`src/design/core_defines.svh`:
```
`ifndef CORE_DEFINES_SVH
`define CORE_DEFINES_SVH

// Address of the first instruction fetched after reset
`define RESET_PC 32'h0000_0000

// Instruction queue depth in entries
`define FQ_DEPTH 4

// Occupancy counter width, must hold the value FQ_DEPTH
`define FQ_CNT_W 3

`endif

```
`src/design/ahb_pkg.sv`:
```
`default_nettype none

package ahb_pkg;

    // HTRANS encodings
    typedef enum logic [1:0] {
        HTRANS_IDLE   = 2'b00,
        HTRANS_BUSY   = 2'b01,
        HTRANS_NONSEQ = 2'b10,
        HTRANS_SEQ    = 2'b11
    } htrans_t;

    // HRESP encodings, AHB-Lite only has OKAY and ERROR
    typedef enum logic {
        HRESP_OKAY  = 1'b0,
        HRESP_ERROR = 1'b1
    } hresp_t;

endpackage

`default_nettype wire

```
`src/design/rv32_pkg.sv`:
```
`default_nettype none

package rv32_pkg;

    // Major opcodes handled by the execute unit
    typedef enum logic [6:0] {
        OPC_OP     = 7'b0110011,
        OPC_OP_IMM = 7'b0010011,
        OPC_LUI    = 7'b0110111,
        OPC_BRANCH = 7'b1100011
    } opcode_t;

    // ALU operations
    typedef enum logic [2:0] {
        ALU_ADD = 3'd0,
        ALU_SUB = 3'd1,
        ALU_AND = 3'd2,
        ALU_OR  = 3'd3,
        ALU_XOR = 3'd4,
        ALU_SLT = 3'd5
    } alu_op_t;

    // funct3 for OP and OP-IMM
    localparam logic [2:0] F3_ADD = 3'b000;
    localparam logic [2:0] F3_SLT = 3'b010;
    localparam logic [2:0] F3_XOR = 3'b100;
    localparam logic [2:0] F3_OR  = 3'b110;
    localparam logic [2:0] F3_AND = 3'b111;

    // funct3 for BRANCH
    localparam logic [2:0] F3_BEQ = 3'b000;
    localparam logic [2:0] F3_BNE = 3'b001;

    // funct7 selecting SUB over ADD
    localparam logic [6:0] F7_SUB = 7'b0100000;

endpackage

`default_nettype wire

```
`src/design/fetch_ahb.sv`:
```
`timescale 1ns/1ps
`default_nettype none

`include "core_defines.svh"

module fetch_ahb (
    input  wire logic             clk,
    input  wire logic             reset_n,
    input  wire logic [31:0]      i_hrdata,
    input  wire logic             i_hready,
    input  wire ahb_pkg::hresp_t  i_hresp,
    input  wire logic             i_fq_space,
    input  wire logic             i_redirect,
    input  wire logic [31:0]      i_redirect_pc,
    output logic [31:0]           o_haddr,
    output ahb_pkg::htrans_t      o_htrans,
    output logic                  o_push,
    output logic [31:0]           o_push_instr,
    output logic [31:0]           o_push_pc,
    output logic                  o_bus_error
);

    logic        run;
    logic [31:0] pc;
    logic        pending;
    logic        stale;
    logic [31:0] pending_addr;
    logic        can_issue;
    logic        accept;
    logic        live_done;

    // New address only when the previous data phase is done or finishing now
    // and is not answering ERROR
    assign can_issue = run && !o_bus_error && i_fq_space && !i_redirect
                       && (!pending || i_hready)
                       && !(pending && (i_hresp == ahb_pkg::HRESP_ERROR));
    assign accept    = can_issue && i_hready;

    // Completion of a data phase that still belongs to the current path
    assign live_done = pending && i_hready && !stale && !i_redirect;

    assign o_haddr      = pc;
    assign o_htrans     = can_issue ? ahb_pkg::HTRANS_NONSEQ : ahb_pkg::HTRANS_IDLE;
    assign o_push       = live_done && (i_hresp == ahb_pkg::HRESP_OKAY);
    assign o_push_instr = i_hrdata;
    assign o_push_pc    = pending_addr;

    always_ff @(posedge clk or negedge reset_n) begin
        if (!reset_n) begin
            run         <= 1'b0;
            pc          <= `RESET_PC;
            pending     <= 1'b0;
            stale       <= 1'b0;
            o_bus_error <= 1'b0;
        end else begin
            // Fetch starts one cycle out of reset
            run <= 1'b1;

            if (i_redirect) begin
                pc <= i_redirect_pc;
            end else if (accept) begin
                pc <= pc + 32'd4;
            end

            if (accept) begin
                pending <= 1'b1;
                stale   <= 1'b0;
            end else if (pending && i_hready) begin
                pending <= 1'b0;
                stale   <= 1'b0;
            end else if (i_redirect && pending) begin
                // Still waiting, so drop the word when it arrives
                stale <= 1'b1;
            end

            if (live_done && (i_hresp == ahb_pkg::HRESP_ERROR)) begin
                o_bus_error <= 1'b1;
            end
        end
    end

    always_ff @(posedge clk) begin
        if (accept) begin
            pending_addr <= pc;
        end
    end

endmodule

`default_nettype wire

```
`src/design/fetch_queue.sv`:
```
`timescale 1ns/1ps
`default_nettype none

`include "core_defines.svh"

module fetch_queue (
    input  wire logic        clk,
    input  wire logic        reset_n,
    input  wire logic        i_push,
    input  wire logic [31:0] i_instr,
    input  wire logic [31:0] i_pc,
    input  wire logic        i_pop,
    input  wire logic        i_flush,
    output logic             o_valid,
    output logic [31:0]      o_instr,
    output logic [31:0]      o_pc,
    output logic             o_space
);

    localparam int PTR_W = (`FQ_DEPTH > 1) ? $clog2(`FQ_DEPTH) : 1;
    localparam logic [PTR_W-1:0] LAST = PTR_W'(`FQ_DEPTH - 1);

    logic [31:0]          instr_mem [`FQ_DEPTH];
    logic [31:0]          pc_mem    [`FQ_DEPTH];
    logic [PTR_W-1:0]     wr_ptr;
    logic [PTR_W-1:0]     rd_ptr;
    logic [`FQ_CNT_W-1:0] count;
    logic                 do_push;
    logic                 do_pop;

    assign do_push = i_push && !i_flush && (count != `FQ_CNT_W'(`FQ_DEPTH));
    assign do_pop  = i_pop && o_valid;

    assign o_valid = (count != '0);
    assign o_instr = instr_mem[rd_ptr];
    assign o_pc    = pc_mem[rd_ptr];
    // One slot held back for the word still on the bus
    assign o_space = (count < `FQ_CNT_W'(`FQ_DEPTH - 1));

    always_ff @(posedge clk or negedge reset_n) begin
        if (!reset_n) begin
            wr_ptr <= '0;
            rd_ptr <= '0;
            count  <= '0;
        end else if (i_flush) begin
            wr_ptr <= '0;
            rd_ptr <= '0;
            count  <= '0;
        end else begin
            if (do_push) begin
                wr_ptr <= (wr_ptr == LAST) ? '0 : wr_ptr + 1'b1;
            end
            if (do_pop) begin
                rd_ptr <= (rd_ptr == LAST) ? '0 : rd_ptr + 1'b1;
            end
            count <= count + do_push - do_pop;
        end
    end

    always_ff @(posedge clk) begin
        if (do_push) begin
            instr_mem[wr_ptr] <= i_instr;
            pc_mem[wr_ptr]    <= i_pc;
        end
    end

endmodule

`default_nettype wire

```
`src/design/exec_unit.sv`:
```
`timescale 1ns/1ps
`default_nettype none

module exec_unit (
    input  wire logic        clk,
    input  wire logic        reset_n,
    input  wire logic        i_valid,
    input  wire logic [31:0] i_instr,
    input  wire logic [31:0] i_pc,
    output logic             o_pop,
    output logic             o_redirect,
    output logic [31:0]      o_redirect_pc,
    output logic             o_retire_valid,
    output logic [31:0]      o_retire_pc,
    output logic [4:0]       o_retire_rd,
    output logic [31:0]      o_retire_value,
    output logic             o_retire_illegal
);

    logic [31:0]       regs [32];
    rv32_pkg::opcode_t opcode;
    rv32_pkg::alu_op_t alu_op;
    logic [4:0]        rd;
    logic [4:0]        rs1;
    logic [4:0]        rs2;
    logic [2:0]        funct3;
    logic [31:0]       rs1_val;
    logic [31:0]       rs2_val;
    logic [31:0]       imm_i;
    logic [31:0]       imm_u;
    logic [31:0]       imm_b;
    logic [31:0]       op_a;
    logic [31:0]       op_b;
    logic [31:0]       result;
    logic              legal;
    logic              is_branch;
    logic              taken;
    logic              wr_en;

    assign opcode = rv32_pkg::opcode_t'(i_instr[6:0]);
    assign rd     = i_instr[11:7];
    assign funct3 = i_instr[14:12];
    assign rs1    = i_instr[19:15];
    assign rs2    = i_instr[24:20];

    assign imm_i = {{20{i_instr[31]}}, i_instr[31:20]};
    assign imm_u = {i_instr[31:12], 12'b0};
    assign imm_b = {{20{i_instr[31]}}, i_instr[7], i_instr[30:25], i_instr[11:8], 1'b0};

    // x0 reads as zero
    assign rs1_val = (rs1 == 5'd0) ? 32'd0 : regs[rs1];
    assign rs2_val = (rs2 == 5'd0) ? 32'd0 : regs[rs2];

    // Decode
    always_comb begin
        alu_op    = rv32_pkg::ALU_ADD;
        legal     = 1'b1;
        is_branch = 1'b0;
        op_a      = rs1_val;
        op_b      = imm_i;
        case (opcode)
            rv32_pkg::OPC_OP, rv32_pkg::OPC_OP_IMM: begin
                if (opcode == rv32_pkg::OPC_OP) begin
                    op_b = rs2_val;
                end
                case (funct3)
                    rv32_pkg::F3_ADD: begin
                        if (opcode == rv32_pkg::OPC_OP && i_instr[31:25] == rv32_pkg::F7_SUB) begin
                            alu_op = rv32_pkg::ALU_SUB;
                        end
                    end
                    rv32_pkg::F3_SLT: alu_op = rv32_pkg::ALU_SLT;
                    rv32_pkg::F3_XOR: alu_op = rv32_pkg::ALU_XOR;
                    rv32_pkg::F3_OR:  alu_op = rv32_pkg::ALU_OR;
                    rv32_pkg::F3_AND: alu_op = rv32_pkg::ALU_AND;
                    // Shifts and SLTU are not implemented
                    default:          legal  = 1'b0;
                endcase
            end
            rv32_pkg::OPC_LUI: begin
                op_a = 32'd0;
                op_b = imm_u;
            end
            rv32_pkg::OPC_BRANCH: begin
                is_branch = 1'b1;
                legal     = (funct3 == rv32_pkg::F3_BEQ) || (funct3 == rv32_pkg::F3_BNE);
            end
            default: legal = 1'b0;
        endcase
    end

    // ALU
    always_comb begin
        case (alu_op)
            rv32_pkg::ALU_SUB: result = op_a - op_b;
            rv32_pkg::ALU_AND: result = op_a & op_b;
            rv32_pkg::ALU_OR:  result = op_a | op_b;
            rv32_pkg::ALU_XOR: result = op_a ^ op_b;
            rv32_pkg::ALU_SLT: result = {31'd0, $signed(op_a) < $signed(op_b)};
            default:           result = op_a + op_b;
        endcase
    end

    // BNE inverts the equality test
    assign taken = is_branch && legal
                   && ((rs1_val == rs2_val) ^ (funct3 == rv32_pkg::F3_BNE));
    assign wr_en = legal && !is_branch && (rd != 5'd0);

    assign o_pop         = i_valid;
    assign o_redirect    = i_valid && taken;
    assign o_redirect_pc = i_pc + imm_b;

    always_ff @(posedge clk or negedge reset_n) begin
        if (!reset_n) begin
            o_retire_valid <= 1'b0;
        end else begin
            o_retire_valid <= i_valid;
        end
    end

    // Register write and retire record land on the same edge
    always_ff @(posedge clk) begin
        if (i_valid) begin
            if (wr_en) begin
                regs[rd] <= result;
            end
            o_retire_pc      <= i_pc;
            o_retire_rd      <= wr_en ? rd : 5'd0;
            o_retire_value   <= wr_en ? result : 32'd0;
            o_retire_illegal <= !legal;
        end
    end

endmodule

`default_nettype wire

```
`src/design/rv32_fetch_core.sv`:
```
`timescale 1ns/1ps
`default_nettype none

module rv32_fetch_core (
    input  wire logic             clk,
    input  wire logic             reset_n,
    input  wire logic [31:0]      i_hrdata,
    input  wire logic             i_hready,
    input  wire ahb_pkg::hresp_t  i_hresp,
    output logic [31:0]           o_haddr,
    output ahb_pkg::htrans_t      o_htrans,
    output logic                  o_bus_error,
    output logic                  o_retire_valid,
    output logic [31:0]           o_retire_pc,
    output logic [4:0]            o_retire_rd,
    output logic [31:0]           o_retire_value,
    output logic                  o_retire_illegal
);

    logic        push;
    logic [31:0] push_instr;
    logic [31:0] push_pc;
    logic        fq_space;
    logic        fq_valid;
    logic [31:0] fq_instr;
    logic [31:0] fq_pc;
    logic        pop;
    logic        redirect;
    logic [31:0] redirect_pc;

    fetch_ahb u_fetch (
        .clk           (clk),
        .reset_n       (reset_n),
        .i_hrdata      (i_hrdata),
        .i_hready      (i_hready),
        .i_hresp       (i_hresp),
        .i_fq_space    (fq_space),
        .i_redirect    (redirect),
        .i_redirect_pc (redirect_pc),
        .o_haddr       (o_haddr),
        .o_htrans      (o_htrans),
        .o_push        (push),
        .o_push_instr  (push_instr),
        .o_push_pc     (push_pc),
        .o_bus_error   (o_bus_error)
    );

    // A taken branch flushes the queue in the cycle of its pop
    fetch_queue u_queue (
        .clk     (clk),
        .reset_n (reset_n),
        .i_push  (push),
        .i_instr (push_instr),
        .i_pc    (push_pc),
        .i_pop   (pop),
        .i_flush (redirect),
        .o_valid (fq_valid),
        .o_instr (fq_instr),
        .o_pc    (fq_pc),
        .o_space (fq_space)
    );

    exec_unit u_exec (
        .clk              (clk),
        .reset_n          (reset_n),
        .i_valid          (fq_valid),
        .i_instr          (fq_instr),
        .i_pc             (fq_pc),
        .o_pop            (pop),
        .o_redirect       (redirect),
        .o_redirect_pc    (redirect_pc),
        .o_retire_valid   (o_retire_valid),
        .o_retire_pc      (o_retire_pc),
        .o_retire_rd      (o_retire_rd),
        .o_retire_value   (o_retire_value),
        .o_retire_illegal (o_retire_illegal)
    );

endmodule

`default_nettype wire

```
`config.mk`:
```
export PLATFORM = sky130hd
export DESIGN_NAME = rv32_fetch_core
export DESIGN_NICKNAME = d
export VERILOG_FILES = /design/src/design/ahb_pkg.sv /design/src/design/rv32_pkg.sv /design/src/design/fetch_ahb.sv /design/src/design/fetch_queue.sv /design/src/design/exec_unit.sv /design/src/design/rv32_fetch_core.sv
export VERILOG_INCLUDE_DIRS = /design/src /design/src/design
export SDC_FILE = /design/constraint.sdc
export NUM_CORES = 2
export LEC_CHECK = 0
export BUFFER_PORTS_ARGS = -buffer_cell sky130_fd_sc_hd__buf_2
export CAP_MARGIN = 20
export CORE_UTILIZATION = 55
export CTS_CLUSTER_SIZE = 10
export DETAILED_ROUTE_END_ITERATION = 6
export PLACE_DENSITY = 0.71
export SLEW_MARGIN = 20
export SYNTH_ARGS = -nofsm -noshare
export SYNTH_HDL_FRONTEND = slang
export SYNTH_HIERARCHICAL = 1
export SYNTH_SLANG_ARGS = --single-unit
```
`constraint.sdc`:
```
create_clock -name clk -period 11.7 [get_ports clk]
set_clock_uncertainty 0.05 [all_clocks]
set_input_delay 1.755 -clock clk [delete_from_list [all_inputs] [get_ports clk]]
set_output_delay 1.755 -clock clk [all_outputs]
set_load 0.03 [all_outputs]
```
## Word-level counts from Yosys, hierarchy flattened

Memories as Yosys holds them, arrays and structs flattened.
Index checks and enable logic that the tools add are counted.

| operators by class | value |
|---|---|
| divide/modulo/power cells | 0 |
| $lt $le $gt $ge | 2 |
| bitwise logic cells | 5 |
| shifts and indexed selects | 0 |
| add/sub/neg operators | 8 |
| reduce and logical (&&, ||, !) cells | 42 |
| equal/unequal tests | 19 |
| multiplexer cells | 32 |
| multipliers | 0 |

Operators by type and width:

| cell | count |
|---|---|
| two-way mux 32 bit | 6 |
| case mux 32 bit (5 select lines) | 1 |
| adder 32 bit | 2 |
| case mux 32 bit (2 select lines) | 1 |
| adder 32 x 3 -> 32 bit (second input constant) | 1 |
| AND 32 bit | 1 |
| == test 32 bit | 1 |
| less-than comparator 32 bit | 1 |
| bitwise OR 32 bit | 1 |
| subtractor 32 bit | 1 |
| XOR 32 bit | 1 |
| == test 7 x 6 -> 1 bit (second input constant) | 3 |
| logical AND 1 bit | 21 |
| == test 3 bit (second input constant) | 5 |
| case mux 3 bit (5 select lines) | 1 |
| two-way mux 2 bit | 7 |
| two-way mux 1 bit | 13 |
| logical NOT 5 bit | 2 |
| == test 3 x 2 -> 1 bit (second input constant) | 3 |
| nonzero test 2 bit | 4 |
| == test 7 x 5 -> 1 bit (second input constant) | 1 |
| == test 7 bit (second input constant) | 1 |
| logical NOT 1 bit | 7 |
| == test 3 x 1 -> 1 bit (second input constant) | 2 |
| 16 further kinds | 21 |

| storage, ports and cells | value |
|---|---|
| output and inout port bits | 106 |
| RAM bits | 1,280 |
| input port bits | 36 |
| memory bits (read-only) | 0 |
| register bits | 146 |
| bits in latches | 0 |
| memories | 3 |

Memory list:

| memory | words | width | read ports | clocked after Yosys merged registers in | wr ports | line | RTL |
|---|---|---|---|---|---|---|---|
| u_exec.regs | 32 | 32 | 2 | 0 | 1 | exec_unit.sv:20 | `logic [31:0] regs [32];` |
| u_queue.instr_mem | 4 | 32 | 1 | 0 | 1 | fetch_queue.sv:23 | `` logic [31:0] instr_mem [`FQ_DEPTH]; `` |
| u_queue.pc_mem | 4 | 32 | 1 | 0 | 1 | fetch_queue.sv:24 | `` logic [31:0] pc_mem [`FQ_DEPTH]; `` |

## Longest topological paths before layout

An unclocked memory read counts as a cell.

| logic depth | value |
|---|---|
| depth after elaboration | 16 |
| mapped depth | 29 |

## Cells and area by module

The synthesis kept the hierarchy.

By module, submodules not included:

| module | area each (µm²) | times used | sequential area each (µm²) | cells an instance |
|---|---|---|---|---|
| exec_unit | 56,864.5 | 1 | 32,876.5 | 3,584 |
| fetch_queue | 9,706.8 | 1 | 7,862.5 | 381 |
| fetch_ahb | 3,324.4 | 1 | 1,861.8 | 306 |

## Worst setup path after synthesis

No wires, ideal clock.

| timing path | value |
|---|---|
| path type | register to register |
| start | reg u_queue.rd_ptr[0] |
| end | mem u_exec.regs[0][16] (data pin) |
| setup slack | 4.055 ns |
| path buffers | 6 |
| data arrival time | 6.970 ns |
| data required time | 11.025 ns |
| stages on the path, launching flop included | 23 |
| cells stage by stage | dfrtp_1 > buf_4 > mux4_2 > buf_6 > buf_12 > buf_8 > buf_6 > buf_2 > mux4_2 > a22oi_1 > nand3_1 > o21ai_0 > o21ai_0 > ha_1 > inv_1 > fa_1 > nor2b_1 > o311a_1 > nand2_1 > nand4_1 > a211oi_1 > o311ai_0 > o311ai_0 |

RTL lines:

| element | line | RTL |
|---|---|---|
| start: declaration | fetch_queue.sv:26 | `logic [PTR_W-1:0] rd_ptr;` |
| start signal: assignment | fetch_queue.sv:54 | `rd_ptr <= (rd_ptr == LAST) ? '0 : rd_ptr + 1'b1;` |
| memory read (4 x 32 bit) (*) | - |  |
| named net fq_instr[20] | rv32_fetch_core.sv:25 | `logic [31:0] fq_instr;` |
| memory read (32 x 32 bit) or logical NOT 5 bit (tied branches) | - |  |
| two-way mux 32 bit | exec_unit.sv:52 | `assign rs2_val = (rs2 == 5'd0) ? 32'd0 : regs[rs2];` |
| two-way mux 32 bit | exec_unit.sv:63 | `if (opcode == rv32_pkg::OPC_OP) begin` |
| case mux 32 bit (2 select lines) (*) | exec_unit.sv:61 | `case (opcode)` |
| adder 32 bit (tied with other cells) | exec_unit.sv:100 | `default: result = op_a + op_b;` |
| case mux 32 bit (5 select lines) (*) | exec_unit.sv:94 | `case (alu_op)` |
| named net u_exec.result[16] | exec_unit.sv:34 | `logic [31:0] result;` |
| end: declaration | exec_unit.sv:20 |  |

Mark *: on every way through the listed nets, which the timed path passes. The rest lies on a longest branch.

## Worst setup path in the final report

| timing path | value |
|---|---|
| start | reg u_queue.rd_ptr[0] |
| end | out o_htrans[1] |

RTL lines:

| element | line | RTL |
|---|---|---|
| memory read (4 x 32 bit) (*) | - |  |
| named net fq_instr[18] | rv32_fetch_core.sv:25 |  |
| memory read (32 x 32 bit) or logical NOT 5 bit (tied branches) | - |  |
| two-way mux 32 bit (*) | exec_unit.sv:51 | `assign rs1_val = (rs1 == 5'd0) ? 32'd0 : regs[rs1];` |
| == test 32 bit (*) | exec_unit.sv:106 | `&& ((rs1_val == rs2_val) ^ (funct3 == rv32_pkg::F3_BNE));` |
| XOR 1 bit (*) | exec_unit.sv:106 |  |
| logical AND 1 bit (*) | exec_unit.sv:106 |  |
| logical AND 1 bit (*) | exec_unit.sv:110 | `assign o_redirect = i_valid && taken;` |
| named net redirect | rv32_fetch_core.sv:28 | `logic redirect;` |
| logical NOT 1 bit (*) | fetch_ahb.sv:34 | `assign can_issue = run && !o_bus_error && i_fq_space && !i_redirect` |
| logical AND 1 bit (*) | fetch_ahb.sv:34 |  |
| logical AND 1 bit (*) | fetch_ahb.sv:35 | `&& (!pending \|\| i_hready)` |
| logical AND 1 bit (*) | fetch_ahb.sv:36 | `&& !(pending && (i_hresp == ahb_pkg::HRESP_ERROR));` |
| two-way mux 2 bit (*) | fetch_ahb.sv:43 | `assign o_htrans = can_issue ? ahb_pkg::HTRANS_NONSEQ : ahb_pkg::HTRANS_IDLE;` |
| end: declaration | rv32_fetch_core.sv:11 | `output ahb_pkg::htrans_t o_htrans,` |

Marks and branches as above.

==> out/metrics.yaml <==
critical_path:
  regToRegSetupSlack_ns: 3.01
  crit_path_end: "o_htrans[1]"
  worst_r2r_path_depth: 19
  worst-endpoint-required_ns: 9.90
  cp-startpoint: "u_queue/rd_ptr[0]$_DFFE_PN0P_"
  cp-start-kind: "register"
  crit_fanout: 36
  cp_data_arrival_time_ns: 7.64
  reg2reg_from: "u_queue/rd_ptr[0]$_DFFE_PN0P_"
  critPathCaptureType: "output port"
  r2r_end: "u_exec/o_retire_value[25]$_SDFFCE_PN0P_"
  crit_type: "reg -> out"
detailed_routing:
  drc: 0
  final_antenna_net_count: 0
  wl_per_cell_um: 34.2
  dr.pass1.iters: 6
  drt_iter0_drc: 6667
  via_count: 44100
  wl_um: 210000
  vias_per_cell: 7.19
die:
  initial_core_util: 0.555
  core_area_um2: 126000
  die_h_um: 358
  num_io_pins: 142
  fp.dieW_um: 358
  num_rows: 130
  die_area_um2: 129000
placement:
  io_buffers: 140
  post-place-ws_ns: 3.03
  post-place-cells: 5907
  place.gp.congestion: 1.00
  place_hpwl_um: 124000
grt:
  use_met1: 0.433
  grt_max_degree: 121
  grt_pass1_wl_um: 300000
  use_met3: 0.0811
  groute.usage.overall: 0.329
  use_met2: 0.509
  antenna_found_initial: 16
  grt_pass1_vias: 43300
  overflow: 0
  grt-busiest-layer: "met2"
sta:
  finalSetupViolations: 0
  finalSetupTns_ns: 0
  period_needed_ns: 9.44
  rsz0062_at_grt: "no"
  fmax_mhz: 106
  slew_headroom: 0.203
  hold_viol: 0
  finalCritPeriodShare: 0.807
  worst_slack_ns: 2.26
  drv_slew: 0
  worst_slew_pin_slew_ns: 1.19
logic_synthesis:
  synth_top_family_by_area: "multiplexers"
  synth_seq_cells: 1426
  yosysTopAreaCell: "edfxtp_1"
  async_flop_share: 0.0309
  yosys_warnings: 6
  netlist.area_leader.share: 0.594
  syn_avg_cell_area_um2: 16.4
  synthSimpleGateAreaFrac: 0.0543
  seq_area_frac_synth: 0.609
  synth_mux_area_frac: 0.188
  synth-xor-area-share: 0.00927
  synth_edf_count: 1382
  netlist_area_um2: 69900
  synth_area_leaders: "edfxtp_1 (59%), mux4_2 (17%), ha_1 (2.4%), a22oi_1 (1.9%), dfrtp_1 (1.6%)"
  synthFlopType: "edfxtp_1"
  yosysUniqueCellTypes: 98
  syn_inst: 4271
  yosys.area_share.adder: 0.0253
  synth_compound_area_frac: 0.0794
clock_network:
  cts.clk_slew.worst_paths_ns: 0.05
  cts_buffers: 162
  hold_buffers: 0
  h-tree-depth: 4
  cts_repair_resize_count: 0
  postCtsSetupBuffers: 0
  cts_sinks: 1426
  cts_tree: "done"
  clk_path_buf_depth: 3
  clock_latency_ns: 0.80
  ctsRootBufferMaster: "clkbuf_16"
finish:
  syn2layout_area_growth_pct: 10.2
  finalNetCount: 4598
  stdcell_count: 6142
  layout-drive-gt1-share: 0.251
run_status:
  status: "complete, no violations"
worst_hold_path:
  hp-class: "reg -> reg"
run:
  cap_viol_max_count: 0
how the worst min path moves through the flow:
stage,cells after the start,start,endpoint
6_report,0,u_fetch/o_haddr[0]$_DFFE_PN0P_,u_fetch/o_push_pc[0]$_DFFE_PP_
5_1_grt,0,u_fetch/o_haddr[0]$_DFFE_PN0P_,u_fetch/o_push_pc[0]$_DFFE_PP_
4_1_cts,0,u_fetch/o_haddr[0]$_DFFE_PN0P_,u_fetch/o_push_pc[0]$_DFFE_PP_
3_5_place_dp,0,u_fetch/o_haddr[0]$_DFFE_PN0P_,u_fetch/o_push_pc[0]$_DFFE_PP_
3_3_place_gp,0,u_fetch/o_haddr[0]$_DFFE_PN0P_,u_fetch/o_push_pc[0]$_DFFE_PP_
2_1_floorplan,0,u_fetch/o_push_pc[0]$_DFFE_PP_,u_queue/pc_mem[0][0]$_DFFE_PP_
metrics by stage:
| step | hold slack (ns) | cell area (um2) | utilization |
|---|---|---|---|
| finish | 0.425 | 77000 | 0.612 |
| detailed placement | 0.409 | 72400 | 0.575 |
| floorplan | 0.409 | 70000 | - |
| global route | 0.445 | 77000 | 0.612 |
| global placement | 0.406 | 72400 | 0.575 |
| CTS | 0.426 | 77000 | 0.611 |
registers in the layout (all words and copies together) (netlist names), 2 cells and up:
register / cells
u_exec/o_retire_value: 32
u_fetch/o_haddr: 32
u_queue/instr_mem: 128
u_exec/o_retire_rd: 5
u_queue/pc_mem: 128
u_queue/rd_ptr: 2
u_exec/regs: 1024
u_queue/wr_ptr: 2
u_exec/o_retire_pc: 32
u_fetch/o_push_pc: 32
u_queue/count: 3
layer usage:
layer  share of wire  routed length [um]  up-vias
met5         0.00045                  95        -
met4           0.060               12500       14
li1                -                   -    17800
met2            0.46               97500     3192
met3            0.12               25600      638
met1            0.35               74200    22500
Yosys cell counts, types with 23 or more instances:
library cell	count
buf_2	68
or3_1	27
ha_1	135
nand2_1	160
a31oi_1	37
buf_4	55
a22o_1	23
nor2b_1	23
nand2b_1	25
nor2_1	199
or4_1	24
nand4_1	25
o22ai_1	31
nand3_1	82
o21ai_0	105
mux4_2	541
a22oi_1	173
nor3_1	35
clkbuf_1	123
and2_1	56
xnor2_1	52
dfrtp_1	44
inv_1	135
a211oi_1	30
a21oi_1	154
a221o_1	23
buf_6	41
edfxtp_1	1382
mux2i_1	71
layout by cell type, fill, tap and decap left out, types with 70 or more instances in the layout:
master,synthesis,final
inv_1,135,135
nor2_1,199,163
buf_4,55,113
buf_2,68,140
mux2i_1,71,70
mux4_2,541,536
clkbuf_16,0,163
nand2_1,160,159
edfxtp_1,1382,1382
ha_1,135,135
a22oi_1,173,173
o21ai_0,105,101
nand3_1,82,81
a21oi_1,154,153
area by class of cell:
type                       instances  area [um2]
fill                            9120       48900
clock buffer                     208        4270
clock inverter                    17         250
tap                             1650        2060
timing repair buffer             265        1800
antenna                            8        20.0
sequential                      1426       42600
inverter                         136         510
multi-input combinational       2432       25500
logic make-up after synthesis:
kind of cell,after synthesis
DFF,1426
AOI/OAI and AO/OA,796
and+or+nand+nor,753
muxes,636
buffers and inverters,444
adders and majority gates,139
xor gates and xnor gates,74
other,3
critical path: stages (launching register included):
cell	delay, ns
dfrtp_4	0.91
mux4_2	0.91
nor2_4	0.82
buf_4	0.54
buf_4	0.44
a22o_1	0.18
a21oi_1	0.06
a211oi_1	0.48
xor2_1	0.19
nor4_1	0.31
nand4_1	0.25
nor4_2	0.58
xnor2_1	0.15
and4b_2	0.28
nor3_1	0.38
buf_2	0.28
Power is left out: the tool's default activity adds up to more than one toggle a clock period on the data nets, which glitch-free logic cannot reach.
